[config.mk]
export PLATFORM = sky130hd
export DESIGN_NAME = rst_mgr_top
export DESIGN_NICKNAME = d
export VERILOG_FILES = /design/src/rtl/rst_mgr_pkg.sv /design/src/rtl/rst_mgr_top.sv /design/src/rtl/fifo_rst_gen.sv /design/src/rtl/adc_init_ctrl.sv /design/src/rtl/por_sequencer.sv /design/src/rtl/status_sync.sv
export SDC_FILE = /design/constraint.sdc
export NUM_CORES = 1
export LEC_CHECK = 0
export BUFFER_PORTS_ARGS = -buffer_cell sky130_fd_sc_hd__buf_2
export CAP_MARGIN = 25
export CORE_AREA = 5 5 75 77
export DETAILED_ROUTE_END_ITERATION = 8
export DIE_AREA = 0 0 80 82
export PLACE_DENSITY = 0.72
export SETUP_SLACK_MARGIN = 0.2
export SKIP_LAST_GASP = 1
export SYNTH_ARGS = -nofsm -noshare
export SYNTH_HDL_FRONTEND = slang
export SYNTH_SLANG_ARGS = --single-unit
[constraint.sdc]
create_clock -name CLK100KHZ -period 2.04 [get_ports CLK100KHZ]
set_clock_uncertainty 0.2 [all_clocks]
set_input_delay 0.204 -clock CLK100KHZ [delete_from_list [all_inputs] [get_ports CLK100KHZ]]
set_output_delay 0.204 -clock CLK100KHZ [all_outputs]
set_load 0.005 [all_outputs]
[src/rtl/rst_mgr_pkg.sv]
package rst_mgr_pkg;

	// Start-up sequence lengths in CLK100KHZ cycles
	localparam int STRT_DLY_CYCLES     = 64;
	localparam int MMCM_RST_CYCLES     = 4;
	localparam int POR_TMO_CYCLES      = 120;   // Lock wait before retry
	localparam int ADC_RST_CYCLES      = 4;
	localparam int ADC_INIT_TMO_CYCLES = 1000;  // 10 ms at 100 kHz
	localparam int FIFO_RST_CYCLES     = 8;     // Stretch after trigger falls

	typedef logic [7:0]  dly_cnt_t;   // Start-up delay and lock timeout
	typedef logic [11:0] adc_tmr_t;
	typedef logic [3:0]  fifo_cnt_t;

	typedef enum logic [3:0] {
		ST_START_DLY,
		ST_MMCM_RST,
		ST_WAIT_LOCK,
		ST_SLOW_FIFO,   // sys_rst released here
		ST_ADC_INIT,
		ST_AUTO_LOAD,
		ST_WAIT_IDLE,
		ST_RUN
	} por_state_t;

	// Asynchronous levels from the board
	typedef struct packed {
		logic mmcm_lock;
		logic qpll_lock;
		logic adc_init_done;
		logic al_done;
		logic bpi_seq_idle;   // Flash sequencer idle
	} board_status_t;

	typedef struct packed {
		logic mmcm_rst;
		logic sys_rst;
		logic adc_rst;
		logic adc_init;
		logic al_start;       // One-cycle auto-load start
		logic run;
		logic slow_fifo_rst;
		logic daq_fifo_rst;
	} rst_ctrl_t;

endpackage
[src/rtl/rst_mgr_top.sv]
`timescale 1ns/100ps

module rst_mgr_top (
	input  logic                       CLK100KHZ,
	input  logic                       EOS,
	input  rst_mgr_pkg::board_status_t status_i,
	input  logic                       jtag_sys_rst_i,
	input  logic                       csp_sys_rst_i,
	input  logic                       rst_resync_i,
	output rst_mgr_pkg::rst_ctrl_t     rst_o,
	output logic                       adc_rdy_o,
	output rst_mgr_pkg::por_state_t    por_state_o
);
	import rst_mgr_pkg::*;

	board_status_t sync_status;
	logic          mmcm_rst;
	logic          sys_rst;
	logic          adc_init_rst;
	logic          al_start;
	logic          run;
	logic          adc_rst;
	logic          adc_init;
	logic          slow_fifo_rst;
	logic          slow_fifo_done;
	logic          daq_fifo_rst;

	status_sync i_status_sync (
		.CLK100KHZ (CLK100KHZ),
		.EOS       (EOS),
		.status_i  (status_i),
		.status_o  (sync_status)
	);

	por_sequencer i_por_sequencer (
		.CLK100KHZ        (CLK100KHZ),
		.EOS              (EOS),
		.status_i         (sync_status),
		.jtag_sys_rst_i   (jtag_sys_rst_i),
		.csp_sys_rst_i    (csp_sys_rst_i),
		.slow_fifo_done_i (slow_fifo_done),
		.adc_rdy_i        (adc_rdy_o),
		.mmcm_rst_o       (mmcm_rst),
		.sys_rst_o        (sys_rst),
		.adc_init_rst_o   (adc_init_rst),
		.al_start_o       (al_start),
		.run_o            (run),
		.state_o          (por_state_o)
	);

	adc_init_ctrl i_adc_init_ctrl (
		.CLK100KHZ      (CLK100KHZ),
		.EOS            (EOS),
		.adc_init_rst_i (adc_init_rst),
		.init_done_i    (sync_status.adc_init_done),
		.adc_rst_o      (adc_rst),
		.adc_init_o     (adc_init),
		.adc_rdy_o      (adc_rdy_o)
	);

	// Auto-load FIFO cleared on sys_rst release
	fifo_rst_gen i_slow_fifo_rst (
		.CLK100KHZ  (CLK100KHZ),
		.EOS        (EOS),
		.trig_i     (sys_rst),
		.fifo_rst_o (slow_fifo_rst),
		.done_o     (slow_fifo_done)
	);

	fifo_rst_gen i_daq_fifo_rst (
		.CLK100KHZ  (CLK100KHZ),
		.EOS        (EOS),
		.trig_i     (rst_resync_i),
		.fifo_rst_o (daq_fifo_rst),
		.done_o     ()
	);

	assign rst_o = '{
		mmcm_rst:      mmcm_rst,
		sys_rst:       sys_rst,
		adc_rst:       adc_rst,
		adc_init:      adc_init,
		al_start:      al_start,
		run:           run,
		slow_fifo_rst: slow_fifo_rst,
		daq_fifo_rst:  daq_fifo_rst
	};

endmodule

[src/rtl/fifo_rst_gen.sv]
`timescale 1ns/100ps

module fifo_rst_gen (
	input  logic CLK100KHZ,
	input  logic EOS,
	input  logic trig_i,
	output logic fifo_rst_o,
	output logic done_o
);
	import rst_mgr_pkg::*;

	fifo_cnt_t cnt_q;   // Cycles of stretch left

	always_ff @(posedge CLK100KHZ or negedge EOS) begin
		if (!EOS) begin
			cnt_q      <= '0;
			fifo_rst_o <= 1'b0;
			done_o     <= 1'b0;
		end else if (trig_i) begin
			cnt_q      <= fifo_cnt_t'(FIFO_RST_CYCLES);   // Restarts a running stretch
			fifo_rst_o <= 1'b1;
			done_o     <= 1'b0;
		end else if (cnt_q != '0) begin
			cnt_q      <= cnt_q - 1'b1;
			fifo_rst_o <= 1'b1;
			done_o     <= 1'b0;
		end else begin
			fifo_rst_o <= 1'b0;
			done_o     <= fifo_rst_o;   // High only in the falling cycle
		end
	end

endmodule

[src/rtl/adc_init_ctrl.sv]
`timescale 1ns/100ps

module adc_init_ctrl (
	input  logic CLK100KHZ,
	input  logic EOS,
	input  logic adc_init_rst_i,
	input  logic init_done_i,   // Already synchronized
	output logic adc_rst_o,
	output logic adc_init_o,
	output logic adc_rdy_o
);
	import rst_mgr_pkg::*;

	typedef enum logic [1:0] {
		ADC_RST,
		ADC_INIT,
		ADC_READY
	} adc_state_t;

	adc_state_t state_q;
	adc_tmr_t   tmr_q;     // Reset width and then init timeout

	always_ff @(posedge CLK100KHZ or negedge EOS) begin
		if (!EOS) begin
			state_q <= ADC_RST;
			tmr_q   <= '0;
		end else if (adc_init_rst_i) begin
			state_q <= ADC_RST;
			tmr_q   <= '0;
		end else begin
			case (state_q)
				ADC_RST: begin
					if (tmr_q == adc_tmr_t'(ADC_RST_CYCLES - 1)) begin
						state_q <= ADC_INIT;
						tmr_q   <= '0;
					end else begin
						tmr_q <= tmr_q + 1'b1;
					end
				end
				ADC_INIT: begin
					if (init_done_i) begin
						state_q <= ADC_READY;
						tmr_q   <= '0;
					end else if (tmr_q == adc_tmr_t'(ADC_INIT_TMO_CYCLES - 1)) begin
						state_q <= ADC_RST;   // Timed out so the ADC is reset again
						tmr_q   <= '0;
					end else begin
						tmr_q <= tmr_q + 1'b1;
					end
				end
				ADC_READY: begin
					tmr_q <= '0;
				end
				default: begin
					state_q <= ADC_RST;
					tmr_q   <= '0;
				end
			endcase
		end
	end

	// Init reset request takes effect in the same cycle
	assign adc_rst_o  = adc_init_rst_i || (state_q == ADC_RST);
	assign adc_init_o = !adc_init_rst_i && (state_q == ADC_INIT);
	assign adc_rdy_o  = !adc_init_rst_i && (state_q == ADC_READY);

endmodule

[src/rtl/por_sequencer.sv]
`timescale 1ns/100ps

module por_sequencer (
	input  logic                       CLK100KHZ,
	input  logic                       EOS,
	input  rst_mgr_pkg::board_status_t status_i,
	input  logic                       jtag_sys_rst_i,
	input  logic                       csp_sys_rst_i,
	input  logic                       slow_fifo_done_i,
	input  logic                       adc_rdy_i,
	output logic                       mmcm_rst_o,
	output logic                       sys_rst_o,
	output logic                       adc_init_rst_o,
	output logic                       al_start_o,
	output logic                       run_o,
	output rst_mgr_pkg::por_state_t    state_o
);
	import rst_mgr_pkg::*;

	por_state_t state_q;
	por_state_t state_d;
	dly_cnt_t   cnt_q;     // Shared by delay, reset width and timeout
	dly_cnt_t   cnt_d;
	logic       restart;
	logic       locked;

	assign restart = jtag_sys_rst_i | csp_sys_rst_i;
	assign locked  = status_i.mmcm_lock & status_i.qpll_lock;

	always_comb begin
		state_d = state_q;
		cnt_d   = '0;
		case (state_q)
			ST_START_DLY: begin
				if (cnt_q == dly_cnt_t'(STRT_DLY_CYCLES - 1)) begin
					state_d = ST_MMCM_RST;
				end else begin
					cnt_d = cnt_q + 1'b1;
				end
			end
			ST_MMCM_RST: begin
				if (cnt_q == dly_cnt_t'(MMCM_RST_CYCLES - 1)) begin
					state_d = ST_WAIT_LOCK;
				end else begin
					cnt_d = cnt_q + 1'b1;
				end
			end
			ST_WAIT_LOCK: begin
				if (locked) begin
					state_d = ST_SLOW_FIFO;
				end else if (cnt_q == dly_cnt_t'(POR_TMO_CYCLES - 1)) begin
					state_d = ST_MMCM_RST;   // Pulse the clock manager reset again
				end else begin
					cnt_d = cnt_q + 1'b1;
				end
			end
			ST_SLOW_FIFO: begin
				if (slow_fifo_done_i) begin
					state_d = ST_ADC_INIT;
				end
			end
			ST_ADC_INIT: begin
				if (adc_rdy_i) begin
					state_d = ST_AUTO_LOAD;
				end
			end
			ST_AUTO_LOAD: begin
				if (status_i.al_done) begin
					state_d = ST_WAIT_IDLE;
				end
			end
			ST_WAIT_IDLE: begin
				if (status_i.bpi_seq_idle) begin
					state_d = ST_RUN;
				end
			end
			ST_RUN: begin
				if (!locked) begin
					state_d = ST_MMCM_RST;   // Lost a lock
				end
			end
			default: begin
				state_d = ST_START_DLY;
			end
		endcase

		// A restart request wins over every state
		if (restart) begin
			state_d = ST_START_DLY;
			cnt_d   = '0;
		end
	end

	// Outputs follow the next state so they change with the state register
	always_ff @(posedge CLK100KHZ or negedge EOS) begin
		if (!EOS) begin
			state_q        <= ST_START_DLY;
			cnt_q          <= '0;
			mmcm_rst_o     <= 1'b1;
			sys_rst_o      <= 1'b1;
			adc_init_rst_o <= 1'b1;
			al_start_o     <= 1'b0;
			run_o          <= 1'b0;
		end else begin
			state_q        <= state_d;
			cnt_q          <= cnt_d;
			mmcm_rst_o     <= state_d inside {ST_START_DLY, ST_MMCM_RST};
			sys_rst_o      <= state_d inside {ST_START_DLY, ST_MMCM_RST, ST_WAIT_LOCK};
			adc_init_rst_o <= state_d inside {ST_START_DLY, ST_MMCM_RST, ST_WAIT_LOCK,
				ST_SLOW_FIFO};
			al_start_o     <= (state_d == ST_AUTO_LOAD) && (state_q != ST_AUTO_LOAD);
			run_o          <= (state_d == ST_RUN);
		end
	end

	assign state_o = state_q;

endmodule

[src/rtl/status_sync.sv]
`timescale 1ns/100ps

module status_sync (
	input  logic                       CLK100KHZ,
	input  logic                       EOS,
	input  rst_mgr_pkg::board_status_t status_i,
	output rst_mgr_pkg::board_status_t status_o
);
	import rst_mgr_pkg::*;

	board_status_t meta_q;   // First stage that may go metastable
	board_status_t sync_q;

	always_ff @(posedge CLK100KHZ or negedge EOS) begin
		if (!EOS) begin
			meta_q <= '0;
			sync_q <= '0;
		end else begin
			meta_q <= status_i;
			sync_q <= meta_q;
		end
	end

	assign status_o = sync_q;

endmodule

==> results of run 1 <==
synthesized netlist by cell type (3+ instances only):
cell	instances
inv_1	12
nand3_1	8
buf_4	10
dfrtp_1	49
xor2_1	9
nor3b_1	3
nand2b_1	4
or3_1	5
ha_1	4
nor3_1	7
nand2_1	16
a211oi_1	3
o21ai_0	4
a21oi_1	5
nand4_1	3
nor2_1	34
and3_1	4
dfstp_2	3
xnor2_1	8
cells by family (layout without fill, tap and decap cells):
logic type | after synthesis | in the layout | synth area share, %
XOR/XNOR | 17 | 17 | 6.19
flip-flops | 52 | 52 | 54.2
buffers and inverters | 25 | 72 | 5.77
multiplexers | 3 | 3 | 1.35
adder cells (fa/ha/maj) | 4 | 4 | 2.08
other | 1 | 1 | 0.156
AO/OA/AOI/OAI | 31 | 31 | 9.72
AND/OR/NAND/NOR | 97 | 97 | 20.5
flip-flops by register name, summed over array words and instances, names as in the netlist:
register                        count
i_slow_fifo_rst.cnt_q               4
i_por_sequencer.run_o               1
i_por_sequencer.sys_rst_o           1
i_por_sequencer.state_o             4
i_por_sequencer.cnt_q               8
i_por_sequencer.adc_init_rst_o      1
i_adc_init_ctrl.tmr_q              12
i_daq_fifo_rst.fifo_rst_o           1
i_adc_init_ctrl.state_q             2
i_por_sequencer.mmcm_rst_o          1
i_status_sync.status_o              5
i_daq_fifo_rst.cnt_q                4
i_por_sequencer.al_start_o          1
i_slow_fifo_rst.done_o              1
i_slow_fifo_rst.fifo_rst_o          1
i_status_sync.meta_q                5
timing repair:
item / in CTS / in global routing
pin swaps: 23 / 5
hold buffers: 7 / 0
setup buffers: 7 / 2
resized for setup: 16 / 11
cloned: 0 / 0
endpoints found under the hold margin: 60 / 0
setup endpoints to repair: 24 / 27
metrics by stage:
step                power [mW]  worst slack (ns)  TNS [ns]
floorplan                 1.19             0.101         0
global placement          1.24            0.0431         0
detailed placement        1.25            0.0212         0
CTS                       1.86            0.0856         0
global route              1.94           -0.0293   -0.0535
finish                    1.84            0.0406         0
final cells by class:
type,instances,area share [%]
Timing Repair Buffer,52,12.6
Inverter,12,1.51
Clock buffer,6,2.42
Multi-Input combinational cell,153,36.4
Clock inverter,2,0.543
Tap cell,70,2.93
Sequential cell,52,43.6
path summary, 6_finish.rpt:
path | to | start | slack (ns) | cells after the start
min reg2reg | i_status_sync.status_o[3] | i_status_sync.meta_q[3] | 0.15 | 0
min | i_por_sequencer.cnt_q[2] | jtag_sys_rst_i | 0.03 | 4
max reg2reg | i_por_sequencer.al_start_o | i_por_sequencer.cnt_q[0] | 0.04 | 6
max in group asynchronous | i_por_sequencer.mmcm_rst_o | EOS | 1.14 | 3
max | i_por_sequencer.al_start_o | i_por_sequencer.cnt_q[0] | 0.04 | 6
min in group asynchronous | i_slow_fifo_rst.cnt_q[3] | EOS | 0.22 | 3
tightest hold or removal path: stages:
cell      delay [ns]
buf_2           0.08
nor3_1          0.06
nand2_1         0.11
a211oi_2        0.04
power by group through the flow:
stage / combinational (mW) / clock (mW) / sequential [mW]
3_3_place_gp: 0.126 / 0 / 1.11
2_1_floorplan: 0.0795 / 0 / 1.11
4_1_cts: 0.146 / 0.617 / 1.10
5_1_grt: 0.174 / 0.666 / 1.10
6_report: 0.148 / 0.594 / 1.10
3_5_place_dp: 0.131 / 0 / 1.12
metal layers:
layer | vias to the layer above | track usage, % | wire, um | share of wire (%)
met4 | 0 | 6.93 | 111 | 2.4
met1 | 838 | 20.2 | 2140 | 46
li1 | 872 | - | - | -
met2 | 30 | 25.4 | 2230 | 48
met3 | 11 | 4.06 | 175 | 3.8
met5 | - | 0 | 0 | 0
==> metrics.txt, run 1 <==
Placed Cells between 300 and 400; multi-input combinational cell area 1090 sq um; initial core utilization between 40 and 50%; antenna violations before repair 0; total gr overflow 0; I/O Buffers 22; CTS Buf Count 5; CP required ~2.0 ns; fillers between 400 and 500; layout cell share with drive strength beyond 1 approximately a third; most frequent cells in the layout dfrtp_1 (49), buf_2 (22), nor2_1 (21); WP buf/inv 0; CTS clk-pin slew, worst paths 0.09 ns; Seq pwr share 59.7%; H-tree level count 2; most common cell after layout, fill and taps aside dfrtp_1; GRT Util Overall between 10% and 20%; sequential area share after synthesis approximately 54%; post-layout util between 60 and 70%; startpoint types register; Die Y roughly 82 um; Core Area 4940 sq um; NumNets Final slightly below 300; crit path max fanout 4; first-pass GRT wire length roughly 8000 um; LEAKAGE roughly 1.3 nW; Routed WL around 4700 um; hold slack approximately 0.030 ns; number of DRC markers in iteration 0 between 80 and 90; Syn Std Cell Area ~2400 sq um; vias in the first global route between 1.5k and 2k; share of the synthesized area in the top cell type between 50 and 60%; via count about 1.8k; status completed; Post-DP HPWL around 3100 um; top cells by area, synth dfrtp_1 (51%), nor2_1 (5.3%), dfstp_2 (3.3%), xor2_1 (3.3%), buf_4 (3.1%); GPL Wtd Cong between 0.8 and 0.9; DIE AREA 6560 sq um; Power Dens Cells 615 nW/um^2; Sw Share about a quarter; kind of cell adding the most delay to the critical path compound AO/OA/AOI/OAI gates; Residual DRC 0; CTS tree built; Hold Vio Cnt, Final 0; CP max stage delay between 0.4 and 0.5 ns; CTS Buffer Depth 2; Yosys reg bits 52; number of synthesized flops with an enable pin 0; Setup-failing EPs final 0; fin crit share 98.0%; n_diodes 0; Initial DRT Pass Iterations 4; leading area contributor after synthesis dfrtp_1; fraction of registers with async set/reset 100%; final-report max-slew violation count 0; dominant synthesized flop cell dfrtp_1; worst-skew pair later-pin latency roughly 0.31 ns; fin area 2990 sq um; yosys warns 0; largest net degree at the start of global routing 53; post-synthesis cell count between 200 and 250; clock share of power around a third; RSZ-0062 raised after global routing yes; Layout area overhead 24.4%; Gate power share under 10%; CP max-delay cell or3b_4; Setup crit end kind register; IO Pins 23; final non-filler cell total between 300 and 400; Sink Count 52; min Tclk post-route between 1.5 and 2 ns; critical path arrival around 2.0 ns; Via density 5.05; max frequency around 500 MHz; routed len/inst about 13 um; sw power between 400 and 500 uW; distinct cell type count after synthesis 50; max cap viols 0; Setup Crit Path Kind reg -> reg; die span in x 80 um; site row count 26; Worst Hold Class in -> reg; Root Driver clkbuf_8; worst IR drop on VDD about 460 uV; crit path cell chain ha_4 -> or3b_4 -> o21ai_4 -> o31ai_2 -> a221o_1 -> o2111a_1; Antenna Nets Post-Route 0; Reg area 1310 sq um; placement-stage cell area between 2000 and 3000 sq um; Post-Syn Nets roughly 240; Int Power around 1.4 mW; post-synthesis area per instance approximately 10 sq um
Note: power is estimated with default switching activity, not from simulation.
==> run 2: changes to the inputs <==
CORE_AREA = 2 2 72 74   (was 5 5 75 77)
DIE_AREA = 0 0 74 76   (was 0 0 80 82)
PLACE_DENSITY = unset   (was 0.72)
PLACE_DENSITY_LB_ADDON = 0.08   (was unset)
==> run 2 against run 1 <==
Sequential share of layout area rose by 0.52 points; worst hold slack better by 0.00063 ns; clock power down 3%; non-clock buffer count unchanged; sequential power about the same; combinational power is 5% lower; sequential cell count unchanged; critical path type unchanged; critical endpoint unchanged; largest cell class unchanged.
==> metrics.txt, run 2 (synthesis results as in run 1) <==
Reg area 1310 sq um; worst-skew pair later-pin latency 0.30 ns; site row count 26; CTS Buffer Depth 2; IO Pins 23; Power Dens Cells approximately 600 nW/um^2; post-layout util 60.2%; Setup Crit Path Kind reg -> reg; hold slack 0.0305 ns; sw power between 400 and 500 uW; fin crit share a little over nine tenths; Hold Vio Cnt, Final 0; H-tree level count 2; Top reg by flops i_adc_init_ctrl.tmr_q; CP Launch Point i_por_sequencer.cnt_q[0]; Die Y approximately 76 um; setup TNS 0 ns; max frequency slightly above 500 MHz; Seq pwr share about three fifths; die span in x 74 um; crit path setup slack, layout about 0.099 ns; flop-to-flop setup slack 0.1 ns; largest registers i_adc_init_ctrl.tmr_q x12, i_por_sequencer.cnt_q x8; crit path max fanout 4; Routed WL 4420 um; n_diodes 0; RSZ-0062 raised after global routing yes; Antenna Nets Post-Route 0; most frequent cells in the layout dfrtp_1 (49), nor2_1 (23), buf_2 (22); final-report max-slew violation count 0; Setup-failing EPs final 0; clock share of power a little under a third; Core Area around 4900 sq um; I/O Buffers 22; max reg flops 12; routed len/inst between 10 and 15 um; FF-to-FF path depth 6; pre-CTS setup slack roughly 0.033 ns; Sink Count between 50 and 60; NumNets Final 290; Worst Hold Class in -> reg; Gate power share approximately 7.8%; critical path arrival around 1.9 ns; CTS tree built; LEAKAGE 1.27 nW; Initial DRT Pass Iterations 4; layout cell share with drive strength beyond 1 a little under a third; CTS Buf Count 5; Root Driver clkbuf_8; multi-input combinational cell area about 1100 sq um; critical path capture point i_por_sequencer.al_start_o; Setup crit end kind register; number of DRC markers in iteration 0 73; max cap viols 0; CP required slightly above 2 ns; most common cell after layout, fill and taps aside dfrtp_1; R2R Path Start i_por_sequencer.cnt_q[0]; via count about 1.7k; Sw Share a little under a quarter; status completed; fillers approximately 420; total gr overflow 0; CTS clk-pin slew, worst paths about 0.09 ns; vias in the first global route around 1.6k; largest net degree at the start of global routing 24; GPL Wtd Cong between 0.8 and 0.9; GRT Util Overall 17.4%; initial core utilization 49.0%; Post-DP HPWL 3120 um; antenna violations before repair 0; DIE AREA between 5000 and 6000 sq um; placement-stage cell area about 2700 sq um; Layout area overhead 22.9%; fin area between 2000 and 3000 sq um; first-pass GRT wire length 7600 um; R2R Path End i_por_sequencer.al_start_o; worst IR drop on VDD approximately 460 uV; Via density 4.98; Residual DRC 0; startpoint types register; min Tclk post-route 1.94 ns; Int Power approximately 1.4 mW
run 2: worst max-delay path: stages, from the launching register on:
cell	delay, ns
dfrtp_1	0.40
ha_4	0.16
or3b_4	0.41
o21ai_2	0.13
o31ai_2	0.09
a221o_1	0.33
o2111a_1	0.12
run 2: power by group through the flow:
| stage | Combinational [mW] | Clock [mW] | Sequential [mW] |
|---|---|---|---|
| floorplan | 0.0795 | 0 | 1.11 |
| global placement | 0.128 | 0 | 1.11 |
| detailed placement | 0.130 | 0 | 1.11 |
| CTS | 0.141 | 0.602 | 1.09 |
| global route | 0.164 | 0.659 | 1.10 |
| finish | 0.140 | 0.575 | 1.09 |
run 2: what timing repair did:
action | in CTS | in global routing
endpoints found under the hold margin | 36 | 0
hold buffers | 7 | 0
pin swaps | 16 | 6
buffers inserted | 6 | 1
gates resized for setup | 11 | 13
endpoints found under the setup margin | 25 | 25
run 2: worst min-delay path by stage:
| stage | depth (start not counted) | slack, ns | to | start |
|---|---|---|---|---|
| after floorplan | 0 | -0.29 | i_adc_init_ctrl.state_q[0] | EOS |
| after global placement | 1 | -0.06 | i_slow_fifo_rst.cnt_q[0] | EOS |
| after detailed placement | 1 | -0.06 | i_slow_fifo_rst.cnt_q[0] | EOS |
| after CTS | 4 | 0.01 | i_por_sequencer.cnt_q[2] | jtag_sys_rst_i |
| after global routing | 4 | 0.05 | i_por_sequencer.cnt_q[2] | csp_sys_rst_i |
| final | 4 | 0.03 | i_por_sequencer.cnt_q[2] | jtag_sys_rst_i |
run 2: layout make-up:
| cell class | instances | area share (%) |
|---|---|---|
| inverter | 12 | 1.52 |
| tap | 70 | 2.96 |
| clock inverter | 2 | 0.550 |
| sequential | 52 | 44.1 |
| timing repair buffer | 52 | 12.2 |
| multi-input combinational | 153 | 36.2 |
| clock buffer | 6 | 2.45 |
run 2: routing by layer:
layer	up-vias	GRT usage (%)	routed length, um
met2	40	24.2	1970
met3	9	4.50	177
met1	799	26.1	2170
li1	881	-	-
met5	-	0	0
met4	0	6.73	99
run 2: through the flow:
| stage | power [mW] | cells |
|---|---|---|
| finish | 1.81 | 347 |
| CTS | 1.84 | 346 |
| global route | 1.92 | 347 |
| detailed placement | 1.24 | 325 |
| global placement | 1.24 | 325 |
| floorplan | 1.19 | 230 |
